$ cat src/verilog/bfis_params.svh
`ifndef BFIS_PARAMS_SVH
`define BFIS_PARAMS_SVH

// vector dimension of the query and of every vertex
`define BFIS_DIM 4

// vertices in the fixed graph
`define BFIS_NUM_VERTICES 16

// neighbours stored per vertex
`define BFIS_DEGREE 4

// slots in each sorted queue
`define BFIS_PQ_LENGTH 16

// bits of a vertex number, enough for BFIS_NUM_VERTICES
`define BFIS_ID_W 4

// unsigned coordinate width
`define BFIS_COORD_W 8

// squared distance, 4 * 255^2 = 260100 fits in 18 bits
`define BFIS_DIST_W 18

// width of k and of entry counts, holds 0 to 16
`define BFIS_K_W 5

`endif

$ cat src/verilog/graph_pkg.sv
`include "bfis_params.svh"

package graph_pkg;

  typedef logic [`BFIS_ID_W-1:0]    vertex_id_t;
  typedef logic [`BFIS_COORD_W-1:0] coord_t;
  typedef logic [`BFIS_DIST_W-1:0]  dist_t;

  // coordinate d of vertex v, low byte of v*37 + d*91 + 11
  function automatic coord_t vertex_coord(input vertex_id_t v, input int unsigned d);
    int unsigned raw;
    raw = int'(v) * 37 + d * 91 + 11;
    return coord_t'(raw);
  endfunction

  // ring plus stride-4 links, wraps modulo 16 through the id width
  function automatic vertex_id_t vertex_neighbor(input vertex_id_t v, input int unsigned j);
    vertex_id_t n;
    case (j)
      0:       n = v + vertex_id_t'(1);
      1:       n = v - vertex_id_t'(1);
      2:       n = v + vertex_id_t'(4);
      default: n = v - vertex_id_t'(4);
    endcase
    return n;
  endfunction

endpackage

$ cat src/verilog/search_pkg.sv
package search_pkg;

  // controller states
  // seed sends the entry vertex, pop picks the next candidate,
  // fetch issues neighbours, drain waits on the distance pipe
  typedef enum logic [2:0] {
    ST_IDLE,
    ST_SEED,
    ST_POP,
    ST_FETCH,
    ST_DRAIN,
    ST_READOUT
  } search_state_t;

  // one operation per queue per cycle
  typedef enum logic [1:0] {
    OP_NOP,
    OP_INSERT,
    OP_POP
  } queue_op_t;

endpackage

$ cat src/verilog/graph_rom.sv
`timescale 1ns/1ps
`include "bfis_params.svh"

module graph_rom (
  input  graph_pkg::vertex_id_t                    addr,
  output graph_pkg::coord_t     [`BFIS_DIM-1:0]    coord,
  output graph_pkg::vertex_id_t [`BFIS_DEGREE-1:0] neighbors
);
  import graph_pkg::*;

  localparam int unsigned NV  = `BFIS_NUM_VERTICES;
  localparam int unsigned DIM = `BFIS_DIM;
  localparam int unsigned DEG = `BFIS_DEGREE;

  // one row per vertex
  coord_t     [DIM-1:0] coord_tab [NV];
  vertex_id_t [DEG-1:0] nbr_tab   [NV];

  // table is fixed at elaboration, every entry is a constant
  for (genvar v = 0; v < NV; v++) begin : g_vertex
    // coordinates from the closed-form rule
    for (genvar d = 0; d < DIM; d++) begin : g_dim
      assign coord_tab[v][d] = vertex_coord(vertex_id_t'(v), d);
    end
    // adjacency, slot order +1, -1, +4, -4
    for (genvar j = 0; j < DEG; j++) begin : g_nbr
      assign nbr_tab[v][j] = vertex_neighbor(vertex_id_t'(v), j);
    end
  end

  // asynchronous read
  assign coord     = coord_tab[addr];
  assign neighbors = nbr_tab[addr];

endmodule

$ cat src/verilog/l2_distance.sv
`timescale 1ns/1ps
`include "bfis_params.svh"

module l2_distance (
  input  logic                                 clk_100mhz,
  input  logic                                 sys_rst,
  input  logic                                 in_valid,
  input  graph_pkg::vertex_id_t                in_id,
  input  graph_pkg::coord_t     [`BFIS_DIM-1:0] a,
  input  graph_pkg::coord_t     [`BFIS_DIM-1:0] b,
  output logic                                 out_valid,
  output graph_pkg::vertex_id_t                out_id,
  output graph_pkg::dist_t                     out_dist
);
  import graph_pkg::*;

  localparam int unsigned DIM  = `BFIS_DIM;
  localparam int unsigned SQ_W = 2 * `BFIS_COORD_W;

  coord_t [DIM-1:0] diff;
  logic [SQ_W-1:0]  sq_q [DIM];
  logic             s1_valid_q;
  vertex_id_t       s1_id_q;
  dist_t            sum;

  // absolute difference per dimension, stays unsigned
  always_comb begin
    for (int d = 0; d < DIM; d++) begin
      diff[d] = (a[d] > b[d]) ? a[d] - b[d] : b[d] - a[d];
    end
  end

  // adder tree over the registered squares
  always_comb begin
    sum = '0;
    for (int d = 0; d < DIM; d++) begin
      sum = sum + dist_t'(sq_q[d]);
    end
  end

  // valid bits walk the two stages
  always_ff @(posedge clk_100mhz) begin
    if (sys_rst) begin
      s1_valid_q <= 1'b0;
      out_valid  <= 1'b0;
    end else begin
      s1_valid_q <= in_valid;
      out_valid  <= s1_valid_q;
    end
  end

  // stage one squares, stage two sum
  // the id tag travels with its data
  always_ff @(posedge clk_100mhz) begin
    for (int d = 0; d < DIM; d++) begin
      sq_q[d] <= SQ_W'(diff[d]) * SQ_W'(diff[d]);
    end
    s1_id_q  <= in_id;
    out_id   <= s1_id_q;
    out_dist <= sum;
  end

endmodule

$ cat src/verilog/candidate_queue.sv
`timescale 1ns/1ps
`include "bfis_params.svh"

module candidate_queue (
  input  logic                  clk_100mhz,
  input  logic                  sys_rst,
  input  logic                  clear,
  input  search_pkg::queue_op_t op,
  input  graph_pkg::vertex_id_t ins_id,
  input  graph_pkg::dist_t      ins_dist,
  output graph_pkg::vertex_id_t head_id,
  output graph_pkg::dist_t      head_dist,
  output logic                  empty
);
  import graph_pkg::*;
  import search_pkg::*;

  localparam int unsigned LEN = `BFIS_PQ_LENGTH;

  // slot 0 holds the smallest distance
  vertex_id_t     id_q   [LEN];
  dist_t          dist_q [LEN];
  vertex_id_t     id_d   [LEN];
  dist_t          dist_d [LEN];
  logic [LEN-1:0] valid_q;
  logic [LEN-1:0] valid_d;
  // slot is free or strictly larger, new entry lands at or before it
  logic [LEN-1:0] after;

  always_comb begin
    // strict compare, equal distances keep the older entry ahead
    for (int i = 0; i < LEN; i++) begin
      after[i] = !valid_q[i] || (dist_q[i] > ins_dist);
    end
    id_d    = id_q;
    dist_d  = dist_q;
    valid_d = valid_q;
    case (op)
      OP_INSERT: begin
        if (after[0]) begin
          id_d[0]    = ins_id;
          dist_d[0]  = ins_dist;
          valid_d[0] = 1'b1;
        end
        // larger slots move down one, the first of them takes the new entry
        for (int i = 1; i < LEN; i++) begin
          if (after[i] && after[i-1]) begin
            id_d[i]    = id_q[i-1];
            dist_d[i]  = dist_q[i-1];
            valid_d[i] = valid_q[i-1];
          end else if (after[i]) begin
            id_d[i]    = ins_id;
            dist_d[i]  = ins_dist;
            valid_d[i] = 1'b1;
          end
        end
      end
      OP_POP: begin
        // everything moves up, tail becomes free
        for (int i = 0; i < LEN - 1; i++) begin
          id_d[i]    = id_q[i+1];
          dist_d[i]  = dist_q[i+1];
          valid_d[i] = valid_q[i+1];
        end
        valid_d[LEN-1] = 1'b0;
      end
      default: begin
      end
    endcase
  end

  always_ff @(posedge clk_100mhz) begin
    if (sys_rst || clear) begin
      valid_q <= '0;
    end else begin
      valid_q <= valid_d;
    end
  end

  always_ff @(posedge clk_100mhz) begin
    id_q   <= id_d;
    dist_q <= dist_d;
  end

  assign head_id   = id_q[0];
  assign head_dist = dist_q[0];
  assign empty     = !valid_q[0];

endmodule

$ cat src/verilog/result_queue.sv
`timescale 1ns/1ps
`include "bfis_params.svh"

module result_queue (
  input  logic                  clk_100mhz,
  input  logic                  sys_rst,
  input  logic                  clear,
  input  logic [`BFIS_K_W-1:0]  k,
  input  search_pkg::queue_op_t op,
  input  graph_pkg::vertex_id_t ins_id,
  input  graph_pkg::dist_t      ins_dist,
  output graph_pkg::vertex_id_t head_id,
  output graph_pkg::dist_t      head_dist,
  output graph_pkg::dist_t      worst_dist,
  output logic                  full,
  output logic [`BFIS_K_W-1:0]  count
);
  import graph_pkg::*;
  import search_pkg::*;

  localparam int unsigned LEN   = `BFIS_PQ_LENGTH;
  localparam int unsigned K_W   = `BFIS_K_W;
  localparam int unsigned IDX_W = $clog2(LEN);

  vertex_id_t       id_q   [LEN];
  dist_t            dist_q [LEN];
  vertex_id_t       id_d   [LEN];
  dist_t            dist_d [LEN];
  logic [LEN-1:0]   valid_q;
  logic [LEN-1:0]   valid_d;
  logic [LEN-1:0]   after;
  // slots below the latched k
  logic [LEN-1:0]   cap;
  logic [K_W-1:0]   k_q;
  logic [IDX_W-1:0] worst_idx;

  always_comb begin
    for (int i = 0; i < LEN; i++) begin
      after[i] = !valid_q[i] || (dist_q[i] > ins_dist);
      cap[i]   = K_W'(i) < k_q;
    end
    id_d    = id_q;
    dist_d  = dist_q;
    valid_d = valid_q;
    case (op)
      OP_INSERT: begin
        if (after[0]) begin
          id_d[0]    = ins_id;
          dist_d[0]  = ins_dist;
          valid_d[0] = 1'b1;
        end
        for (int i = 1; i < LEN; i++) begin
          if (after[i] && after[i-1]) begin
            id_d[i]    = id_q[i-1];
            dist_d[i]  = dist_q[i-1];
            valid_d[i] = valid_q[i-1];
          end else if (after[i]) begin
            id_d[i]    = ins_id;
            dist_d[i]  = ins_dist;
            valid_d[i] = 1'b1;
          end
        end
        // whatever lands at slot k or beyond is the dropped worst
        valid_d = valid_d & cap;
      end
      OP_POP: begin
        // readout shifts the head out
        for (int i = 0; i < LEN - 1; i++) begin
          id_d[i]    = id_q[i+1];
          dist_d[i]  = dist_q[i+1];
          valid_d[i] = valid_q[i+1];
        end
        valid_d[LEN-1] = 1'b0;
      end
      default: begin
      end
    endcase
  end

  always_ff @(posedge clk_100mhz) begin
    if (sys_rst) begin
      valid_q <= '0;
      count   <= '0;
      k_q     <= K_W'(LEN);
    end else if (clear) begin
      // new search, capacity taken from k
      valid_q <= '0;
      count   <= '0;
      k_q     <= k;
    end else begin
      valid_q <= valid_d;
      case (op)
        OP_INSERT: if (!full) count <= count + 1'b1;
        OP_POP:    if (count != '0) count <= count - 1'b1;
        default: begin
        end
      endcase
    end
  end

  always_ff @(posedge clk_100mhz) begin
    id_q   <= id_d;
    dist_q <= dist_d;
  end

  // k-th slot, only meaningful once full
  assign worst_idx  = IDX_W'(k_q - K_W'(1));
  assign worst_dist = dist_q[worst_idx];
  assign full       = (count == k_q);
  assign head_id    = id_q[0];
  assign head_dist  = dist_q[0];

endmodule

$ cat src/verilog/search_ctrl.sv
`timescale 1ns/1ps
`include "bfis_params.svh"

module search_ctrl (
  input  logic                                     clk_100mhz,
  input  logic                                     sys_rst,
  input  logic                                     start,
  input  graph_pkg::vertex_id_t                    entry_id,
  input  graph_pkg::coord_t     [`BFIS_DIM-1:0]    query,
  input  logic                  [`BFIS_K_W-1:0]    k,
  output graph_pkg::vertex_id_t                    rom_addr,
  input  graph_pkg::coord_t     [`BFIS_DIM-1:0]    rom_coord,
  input  graph_pkg::vertex_id_t [`BFIS_DEGREE-1:0] rom_neighbors,
  output logic                                     dist_valid,
  output graph_pkg::vertex_id_t                    dist_id,
  output graph_pkg::coord_t     [`BFIS_DIM-1:0]    dist_query,
  output graph_pkg::coord_t     [`BFIS_DIM-1:0]    dist_coord,
  input  logic                                     pipe_valid,
  output search_pkg::queue_op_t                    cq_op,
  input  graph_pkg::vertex_id_t                    cq_head_id,
  input  graph_pkg::dist_t                         cq_head_dist,
  input  logic                                     cq_empty,
  output search_pkg::queue_op_t                    rq_op,
  output logic                                     rq_clear,
  input  graph_pkg::dist_t                         rq_worst,
  input  logic                                     rq_full,
  output logic                                     result_valid,
  output logic                                     done,
  output logic                                     busy
);
  import graph_pkg::*;
  import search_pkg::*;

  localparam int unsigned NV       = `BFIS_NUM_VERTICES;
  localparam int unsigned DEG      = `BFIS_DEGREE;
  localparam int unsigned K_W      = `BFIS_K_W;
  localparam int unsigned J_W      = $clog2(DEG);
  localparam int unsigned FLIGHT_W = $clog2(DEG + 1);

  search_state_t          state_q;
  search_state_t          state_d;
  coord_t [`BFIS_DIM-1:0] query_q;
  vertex_id_t             entry_q;
  logic [K_W-1:0]         k_q;
  // one bit per vertex, set when its distance is issued
  logic [NV-1:0]          visited_q;
  // neighbour list of the vertex under expansion
  vertex_id_t [DEG-1:0]   nbr_q;
  logic [J_W-1:0]         nbr_idx_q;
  // items inside the distance pipe
  logic [FLIGHT_W-1:0]    inflight_q;
  // distinct vertices sent to the queues
  logic [K_W-1:0]         reached_q;
  // results still to stream out
  logic [K_W-1:0]         left_q;
  logic                   stop;

  // nothing left, or the best candidate cannot beat the k-th result
  assign stop = cq_empty || (rq_full && (cq_head_dist > rq_worst));

  // pop reads the head's adjacency, fetch reads each neighbour's coordinates
  always_comb begin
    case (state_q)
      ST_POP:   rom_addr = cq_head_id;
      ST_FETCH: rom_addr = nbr_q[nbr_idx_q];
      default:  rom_addr = entry_q;
    endcase
  end

  // pipe gets the held query and the addressed vertex
  assign dist_id    = rom_addr;
  assign dist_query = query_q;
  assign dist_coord = rom_coord;
  // skip neighbours already issued
  assign dist_valid = (state_q == ST_SEED) ||
                      ((state_q == ST_FETCH) && !visited_q[rom_addr]);

  // pipe output feeds both queues in the same cycle
  // pops never overlap an insert, pop waits for drain
  always_comb begin
    cq_op = OP_NOP;
    rq_op = OP_NOP;
    if (pipe_valid) begin
      cq_op = OP_INSERT;
      rq_op = OP_INSERT;
    end else if (state_q == ST_POP && !stop) begin
      cq_op = OP_POP;
    end else if (state_q == ST_READOUT) begin
      rq_op = OP_POP;
    end
  end

  // start ignored while busy
  assign rq_clear     = (state_q == ST_IDLE) && start;
  assign busy         = (state_q != ST_IDLE);
  assign result_valid = (state_q == ST_READOUT);
  assign done         = result_valid && (left_q == K_W'(1));

  always_comb begin
    state_d = state_q;
    case (state_q)
      ST_IDLE:    if (start) state_d = ST_SEED;
      ST_SEED:    state_d = ST_DRAIN;
      ST_POP:     state_d = stop ? ST_READOUT : ST_FETCH;
      ST_FETCH:   if (nbr_idx_q == J_W'(DEG - 1)) state_d = ST_DRAIN;
      ST_DRAIN:   if (inflight_q == '0) state_d = ST_POP;
      ST_READOUT: if (done) state_d = ST_IDLE;
      default:    state_d = ST_IDLE;
    endcase
  end

  always_ff @(posedge clk_100mhz) begin
    if (sys_rst) begin
      state_q    <= ST_IDLE;
      visited_q  <= '0;
      nbr_idx_q  <= '0;
      inflight_q <= '0;
      reached_q  <= '0;
      left_q     <= '0;
    end else begin
      state_q    <= state_d;
      inflight_q <= inflight_q + FLIGHT_W'(dist_valid) - FLIGHT_W'(pipe_valid);
      if (rq_clear) begin
        visited_q <= '0;
        reached_q <= '0;
      end else if (dist_valid) begin
        visited_q[rom_addr] <= 1'b1;
        reached_q           <= reached_q + 1'b1;
      end
      // walk neighbour slots one per cycle
      if (state_q == ST_FETCH) begin
        nbr_idx_q <= nbr_idx_q + 1'b1;
      end else begin
        nbr_idx_q <= '0;
      end
      // readout length is min(k, reached)
      if (state_q == ST_POP && stop) begin
        left_q <= (reached_q < k_q) ? reached_q : k_q;
      end else if (result_valid) begin
        left_q <= left_q - 1'b1;
      end
    end
  end

  // search arguments and the expanded vertex's adjacency
  always_ff @(posedge clk_100mhz) begin
    if (rq_clear) begin
      query_q <= query;
      entry_q <= entry_id;
      k_q     <= k;
    end
    if (state_q == ST_POP) begin
      nbr_q <= rom_neighbors;
    end
  end

endmodule

$ cat src/verilog/bfis.sv
`timescale 1ns/1ps
`include "bfis_params.svh"

module bfis (
  input  logic                                  clk_100mhz,
  input  logic                                  sys_rst,
  input  logic                                  start,
  input  graph_pkg::vertex_id_t                 entry_id,
  input  graph_pkg::coord_t     [`BFIS_DIM-1:0] query,
  input  logic                  [`BFIS_K_W-1:0] k,
  output graph_pkg::vertex_id_t                 result_id,
  output graph_pkg::dist_t                      result_dist,
  output logic                                  result_valid,
  output logic                                  done,
  output logic                                  busy
);
  import graph_pkg::*;
  import search_pkg::*;

  // rom
  vertex_id_t                    rom_addr;
  coord_t     [`BFIS_DIM-1:0]    rom_coord;
  vertex_id_t [`BFIS_DEGREE-1:0] rom_neighbors;

  // distance pipe in and out
  logic                       dist_valid;
  vertex_id_t                 dist_id;
  coord_t     [`BFIS_DIM-1:0] dist_query;
  coord_t     [`BFIS_DIM-1:0] dist_coord;
  logic                       pipe_valid;
  vertex_id_t                 pipe_id;
  dist_t                      pipe_dist;

  // queues
  queue_op_t  cq_op;
  vertex_id_t cq_head_id;
  dist_t      cq_head_dist;
  logic       cq_empty;
  queue_op_t  rq_op;
  logic       rq_clear;
  dist_t      rq_worst;
  logic       rq_full;

  graph_rom u_rom (
    .addr      (rom_addr),
    .coord     (rom_coord),
    .neighbors (rom_neighbors)
  );

  l2_distance u_l2 (
    .clk_100mhz (clk_100mhz),
    .sys_rst    (sys_rst),
    .in_valid   (dist_valid),
    .in_id      (dist_id),
    .a          (dist_query),
    .b          (dist_coord),
    .out_valid  (pipe_valid),
    .out_id     (pipe_id),
    .out_dist   (pipe_dist)
  );

  // both queues clear together at start
  candidate_queue u_cq (
    .clk_100mhz (clk_100mhz),
    .sys_rst    (sys_rst),
    .clear      (rq_clear),
    .op         (cq_op),
    .ins_id     (pipe_id),
    .ins_dist   (pipe_dist),
    .head_id    (cq_head_id),
    .head_dist  (cq_head_dist),
    .empty      (cq_empty)
  );

  // head drives the result stream
  result_queue u_rq (
    .clk_100mhz (clk_100mhz),
    .sys_rst    (sys_rst),
    .clear      (rq_clear),
    .k          (k),
    .op         (rq_op),
    .ins_id     (pipe_id),
    .ins_dist   (pipe_dist),
    .head_id    (result_id),
    .head_dist  (result_dist),
    .worst_dist (rq_worst),
    .full       (rq_full),
    .count      ()
  );

  search_ctrl u_ctrl (
    .clk_100mhz    (clk_100mhz),
    .sys_rst       (sys_rst),
    .start         (start),
    .entry_id      (entry_id),
    .query         (query),
    .k             (k),
    .rom_addr      (rom_addr),
    .rom_coord     (rom_coord),
    .rom_neighbors (rom_neighbors),
    .dist_valid    (dist_valid),
    .dist_id       (dist_id),
    .dist_query    (dist_query),
    .dist_coord    (dist_coord),
    .pipe_valid    (pipe_valid),
    .cq_op         (cq_op),
    .cq_head_id    (cq_head_id),
    .cq_head_dist  (cq_head_dist),
    .cq_empty      (cq_empty),
    .rq_op         (rq_op),
    .rq_clear      (rq_clear),
    .rq_worst      (rq_worst),
    .rq_full       (rq_full),
    .result_valid  (result_valid),
    .done          (done),
    .busy          (busy)
  );

endmodule

$ cat config.mk
export PLATFORM = sky130hd
export DESIGN_NAME = bfis
export DESIGN_NICKNAME = d
export VERILOG_FILES = /design/src/verilog/graph_pkg.sv /design/src/verilog/search_pkg.sv /design/src/verilog/graph_rom.sv /design/src/verilog/l2_distance.sv /design/src/verilog/candidate_queue.sv /design/src/verilog/result_queue.sv /design/src/verilog/search_ctrl.sv /design/src/verilog/bfis.sv
export VERILOG_INCLUDE_DIRS = /design/src /design/src/verilog
export SDC_FILE = /design/constraint.sdc
export NUM_CORES = 2
export LEC_CHECK = 0
export BUFFER_PORTS_ARGS = -buffer_cell sky130_fd_sc_hd__buf_2
export CORE_ASPECT_RATIO = 0.7
export CORE_MARGIN = 2
export CORE_UTILIZATION = 40
export CTS_CLUSTER_DIAMETER = 120
export DETAILED_ROUTE_END_ITERATION = 10
export HOLD_SLACK_MARGIN = 0.05
export PLACE_DENSITY = 0.58
export REMOVE_ABC_BUFFERS = 1
export SETUP_SLACK_MARGIN = 0.02
export SLEW_MARGIN = 5
export SYNTH_ARGS = -nofsm -noshare
export SYNTH_HDL_FRONTEND = slang
export SYNTH_SLANG_ARGS = --single-unit
export TNS_END_PERCENT = 5
$ cat constraint.sdc
create_clock -name clk_100mhz -period 13.35 [get_ports clk_100mhz]
set_input_delay 0.6675 -clock clk_100mhz [delete_from_list [all_inputs] [get_ports clk_100mhz]]
set_output_delay 0.6675 -clock clk_100mhz [all_outputs]
set_load 0.01 [all_outputs]
## Word level (Yosys, flattened, before mapping)

Memories as Yosys holds them, arrays and structs flattened. A register that Yosys moved wholly into a read port is not among the register bits.
Cells that the tools add are included.

| word-level totals | value |
|---|---|
| flip-flop bits (word level) | 849 |
| bits in writable memories | 64 |
| memory bits (read-only) | 768 |
| input port bits | 44 |
| output and inout port bits | 25 |
| logic and storage cells | 632 |
| memories | 3 |

| cells by class | value |
|---|---|
| add/sub/neg operators | 19 |
| $mul | 4 |
| $lt $le $gt $ge | 59 |
| eq/ne operators | 49 |
| mux-type cells | 241 |
| bitwise gates (word level) | 5 |
| reduce and logical (&&, ||, !) cells | 152 |

Memory list:

| name | words | width | rd ports | clocked after Yosys merged registers in | wr ports | RTL line | RTL |
|---|---|---|---|---|---|---|---|
| (name not given) | 16 | 32 | 1 | 0 | 0 | graph_rom.sv:32 | `assign coord = coord_tab[addr];` |
| (name not given) | 16 | 16 | 1 | 1 | 0 | graph_rom.sv:33 | `assign neighbors = nbr_tab[addr];` |
| u_l2.sq_q | 4 | 16 | 4 | 0 | 4 | l2_distance.sv:21 | `logic [SQ_W-1:0] sq_q [DIM];` |

Operators by type and width:

| operator | count |
|---|---|
| 18-bit 2-to-1 mux | 64 |
| 270-bit case mux with 2 select lines | 2 |
| 18-bit > comparator | 33 |
| 4-bit 2-to-1 mux | 63 |
| 60-bit case mux with 2 select lines | 2 |
| 3-bit by 1-bit inequality test with 1-bit output (second input constant) | 29 |
| 1-bit 2-to-1 mux | 80 |
| 18-bit binary-select mux with 4-bit select | 1 |
| 2-bit AND reduction | 33 |
| 8-bit by 8-bit multiplier with 16-bit output | 4 |
| 32-bit 2-to-1 mux | 2 |
| 16-bit case mux with 2 select lines | 2 |
| 8-bit subtractor | 8 |
| 4-bit by 5-bit less-than comparator with 1-bit output (first input constant) | 8 |
| 1-bit logical AND | 37 |
| 18-bit by 16-bit adder with 18-bit output | 2 |
| 1-bit logical OR | 35 |
| 1-bit zero test | 34 |
| 8-bit > comparator | 4 |
| 8-bit 2-to-1 mux | 4 |
| 5-bit 2-to-1 mux | 5 |
| 3-bit by 5-bit less-than comparator with 1-bit output (first input constant) | 4 |
| 3-bit case mux with 6 select lines | 1 |
| 16-bit by 16-bit adder with 17-bit output | 1 |
| 40 further kinds | 71 |

## Depth between registers and ports, before layout

| depth | value |
|---|---|
| depth in word-level cells | 16 |
| gate-level depth with buffers | 39 |
| mapped depth without buffers | 36 |

## Modules after synthesis

From an unflattened synthesis, not the netlist that was laid out.

| unflattened totals | value |
|---|---|
| cells, all modules | 6834 |
| area total of the unflattened synthesis | 71730.0 um2 |

Modules (own cells, without submodules):

| module | instances | cells each | area each (um2) | seq. area each (um2) |
|---|---|---|---|---|
| result_queue | 1 | 2552 | 28300.9 | 11090.6 |
| candidate_queue | 1 | 2398 | 25493.2 | 10890.4 |
| l2_distance | 1 | 1333 | 12305.6 | 1761.7 |
| search_ctrl | 1 | 438 | 4860.9 | 2392.3 |
| graph_rom | 1 | 113 | 769.5 | 0.0 |

## Least setup slack after synthesis

No wires, ideal clock.

| timing path | value |
|---|---|
| path kind | reg2reg |
| from | register u_ctrl.nbr_idx_q[1] |
| to | memory u_l2.sq_q[2][15] (netlist name) |
| setup time | 120 ps |
| data arrival time | 8561 ps |
| data required time | 13230 ps |
| path slack | 4670 ps |
| stages on the path, launching flop included | 35 |
| path buffers | 5 |
| period minus slack after synthesis | 8680 ps |
| path through | dfxtp_1 -> buf_2 -> mux2i_1 -> a211o_1 -> and2_2 -> clkbuf_1 -> inv_1 -> ha_1 -> clkbuf_1 -> nor2_1 -> a21o_1 -> o22a_1 -> ha_1 -> clkbuf_1 -> nand3_1 -> or2_1 -> o31ai_1 -> buf_2 -> mux2_1 -> a221oi_2 -> xor2_1 -> nor2_1 -> fa_1 -> fa_1 -> inv_1 -> fa_1 -> fa_1 -> inv_1 -> ha_1 -> a21oi_1 -> nor2b_1 -> o2111ai_1 -> nand3_1 -> o41a_1 -> xor2_1 |

RTL lines:

| element | RTL line | RTL |
|---|---|---|
| start: declaration | search_ctrl.sv:49 | `logic [J_W-1:0] nbr_idx_q;` |
| start signal: assignment | search_ctrl.sv:132 | `nbr_idx_q <= nbr_idx_q + 1'b1;` |
| end: declaration | l2_distance.sv:21 |  |

==> flow_summary.json <==
{
  "mostFrequentLayoutCell": "ha_1",
  "worst_hold_slack_ps": 122,
  "cp_top_family": "adder cells",
  "cp-end-kind": "flop",
  "finalMaxSlewViolations": 0,
  "grt_use_total": 0.247,
  "wire_per_inst_um": 24.6,
  "die_h_um": 352,
  "synth-main-ff-cell": "edfxtp_1",
  "fin_cells": 9111,
  "period_needed_ps": 10260,
  "htree_levels": 3,
  "grt_antenna_before_repair": 12,
  "slew-limit-headroom": 0.155,
  "route.detailed.drc": 0,
  "slowest_stage": "nand2b_1",
  "ant_nets": 0,
  "viasPerCell": 5.94,
  "antennaDiodeCount": 0,
  "fin_skew_ps": 99.1,
  "syn_avg_cell_area_um2": 10.1,
  "seq_area_frac_synth": 0.375,
  "nets": 7766,
  "cts_made_buffers": 103,
  "startpoint_type": "flop",
  "root_buffer": "clkbuf_16",
  "critical_path_class": "reg -> reg",
  "wl_mm": 224,
  "gp_congestion": 0.913,
  "cts.repair.resized": 0,
  "first_pass_iters": 6,
  "hp-class": "in -> reg",
  "io_buffers": 68,
  "path_max_fanout": 21,
  "min_period_over_period": 0.769,
  "core_um2": 172000,
  "path_common_cell": "inv_1",
  "syn_area_um2": 69300,
  "drive_gt1_frac": 0.0947,
  "setup_viol": 0,
  "start_util": 0.404,
  "critPathRequiredTime_ps": 14010,
  "dp_hpwl_mm": 167,
  "synthArstFlopShare": 0,
  "cts_tree": "yes",
  "cts_sinks": 921,
  "postSynthCellCount": 6833,
  "final_core_util": 0.442,
  "yosysWarnings": 0,
  "setup_ws_ps": 3090,
  "placementRows": 127,
  "ys_types": 96,
  "hold_viol": 0,
  "synth_edf_count": 757,
  "synth_top_area_cell": "edfxtp_1",
  "overflow": 0,
  "io_pins": 69,
  "cts_buffer_depth": 3,
  "critPathBufInv": 7,
  "clk_pin_slew_ps": 70,
  "fmax_mhz": 97.5,
  "grt_max_degree": 226,
  "grt_first_pass_wirelength_mm": 334,
  "drt_iter0_drc": 6223,
  "first_global_vias": 51257,
  "worstSkewPairLatency_ps": 790,
  "die_x_um": 502,
  "synth.area.top_cells": "edfxtp_1 33%, ha_1 15%, mux2i_1 8.8%, dfxtp_1 4.7%, o21ai_0 4.7%",
  "status": "completed",
  "dp_worst_setup_slack_ps": 3190,
  "synth_top_area_frac": 0.328,
  "worst_pin_slew_ps": 1260,
  "maxCapViolCount": 0,
  "num_vias": 54107,
  "area_delta_synth_final_pct": 9.53,
  "final_cell_mix": "829 x ha_1, 807 x nand2_1, 757 x edfxtp_1",
  "fp.dieArea_um2": 177000,
  "rsz0062_at_grt": "false",
  "ys_seq_elements": 921,
  "critPathMaxStageDelay_ps": 800,
  "dp_cells": 8900,
  "arrival_ps": 10920
}
sequential cells by signal, summed over array words and instances, names as in the netlist, 4 cells and up:
name / flops
u_cq.dist_q: 270
u_rq.count: 5
u_rq.head_id: 4
u_ctrl.entry_q: 4
u_cq.valid_q: 16
u_rq.dist_q: 270
u_l2.out_dist: 18
u_l2.out_id: 4
u_cq.id_q: 60
u_ctrl.visited_q: 16
u_ctrl.k_q: 5
u_ctrl.reached_q: 5
u_l2.s1_id_q: 4
u_ctrl.left_q: 5
u_ctrl.nbr_q: 12
u_rq.head_dist: 18
u_rq.valid_q: 16
u_ctrl.dist_query: 32
u_cq.head_dist: 18
u_rq.id_q: 60
u_l2.sq_q: 60
u_cq.head_id: 4
u_rq.k_q: 5
what timing repair did:
| action | CTS | global route |
|---|---|---|
| setup buffers | 0 | 0 |
| hold buffers | 20 | 0 |
| endpoints found under the hold margin | 20 | 0 |
final timing paths:
check | from | endpoint | slack (ps) | depth (start not counted)
max | u_ctrl.state_q[2]$_SDFFE_PP0P_ | u_l2.sq_q[2][15]$_DFF_P_ | 3090 | 32
min reg2reg | u_l2.s1_id_q[0]$_DFF_P_ | u_l2.out_id[0]$_DFF_P_ | 330 | 0
max reg2reg | u_ctrl.state_q[2]$_SDFFE_PP0P_ | u_l2.sq_q[2][15]$_DFF_P_ | 3090 | 32
min | query[20] | u_ctrl.dist_query[20]$_DFFE_PP_ | 120 | 1
per-layer routing:
layer / global-route usage / vias up / share of wire / wire, µm
met5: 0 / - / 0 / 0
met4: 0.0518 / 0 / 0.021 / 4730
met3: 0.0555 / 255 / 0.10 / 23000
met2: 0.327 / 2376 / 0.39 / 86200
met1: 0.399 / 26669 / 0.49 / 110000
li1: - / 24807 / - / -
stage by stage:
stage / area [µm²] / setup TNS, ps
after floorplan: 67700 / -6562980
after global placement: 72100 / 0
after detailed placement: 72100 / 0
after CTS: 75900 / 0
after global routing: 75900 / 0
final: 75900 / 0
layout make-up:
class | instances | area (µm²)
flip-flops and latches | 921 | 26000
repair buffers | 212 | 1500
multi-input cells | 5076 | 40200
well taps | 2257 | 2820
fillers | 16164 | 95700
clock buffers | 123 | 2710
clock inverters | 68 | 888
inverters | 454 | 1710
synthesized netlist by cell type, types with 58 or more instances:
master    instances
a21o_1          221
a21oi_1         265
buf_2            61
clkbuf_1        259
dfxtp_1         164
edfxtp_1        757
fa_1            124
ha_1            830
inv_1           447
mux2i_1         609
mux4_2           91
nand2_1         808
nand3_1          95
nand4_1         119
nor2_1          277
nor2b_1          64
o21a_1           58
o21ai_0         656
o21ai_1         130
xnor2_1         102
kinds of logic after synthesis:
family,after synthesis,synth area share
other,2,0.000108
AOI/OAI and AO/OA,1610,0.140
and+or+nand+nor,1614,0.106
buffers and inverters,836,0.0486
adders and majority gates,954,0.186
muxes,754,0.126
DFF,921,0.375
xor gates and xnor gates,142,0.0184
Power is not shown: default switching activity piles up to over one toggle a cycle in this logic, so the estimate is an artifact.
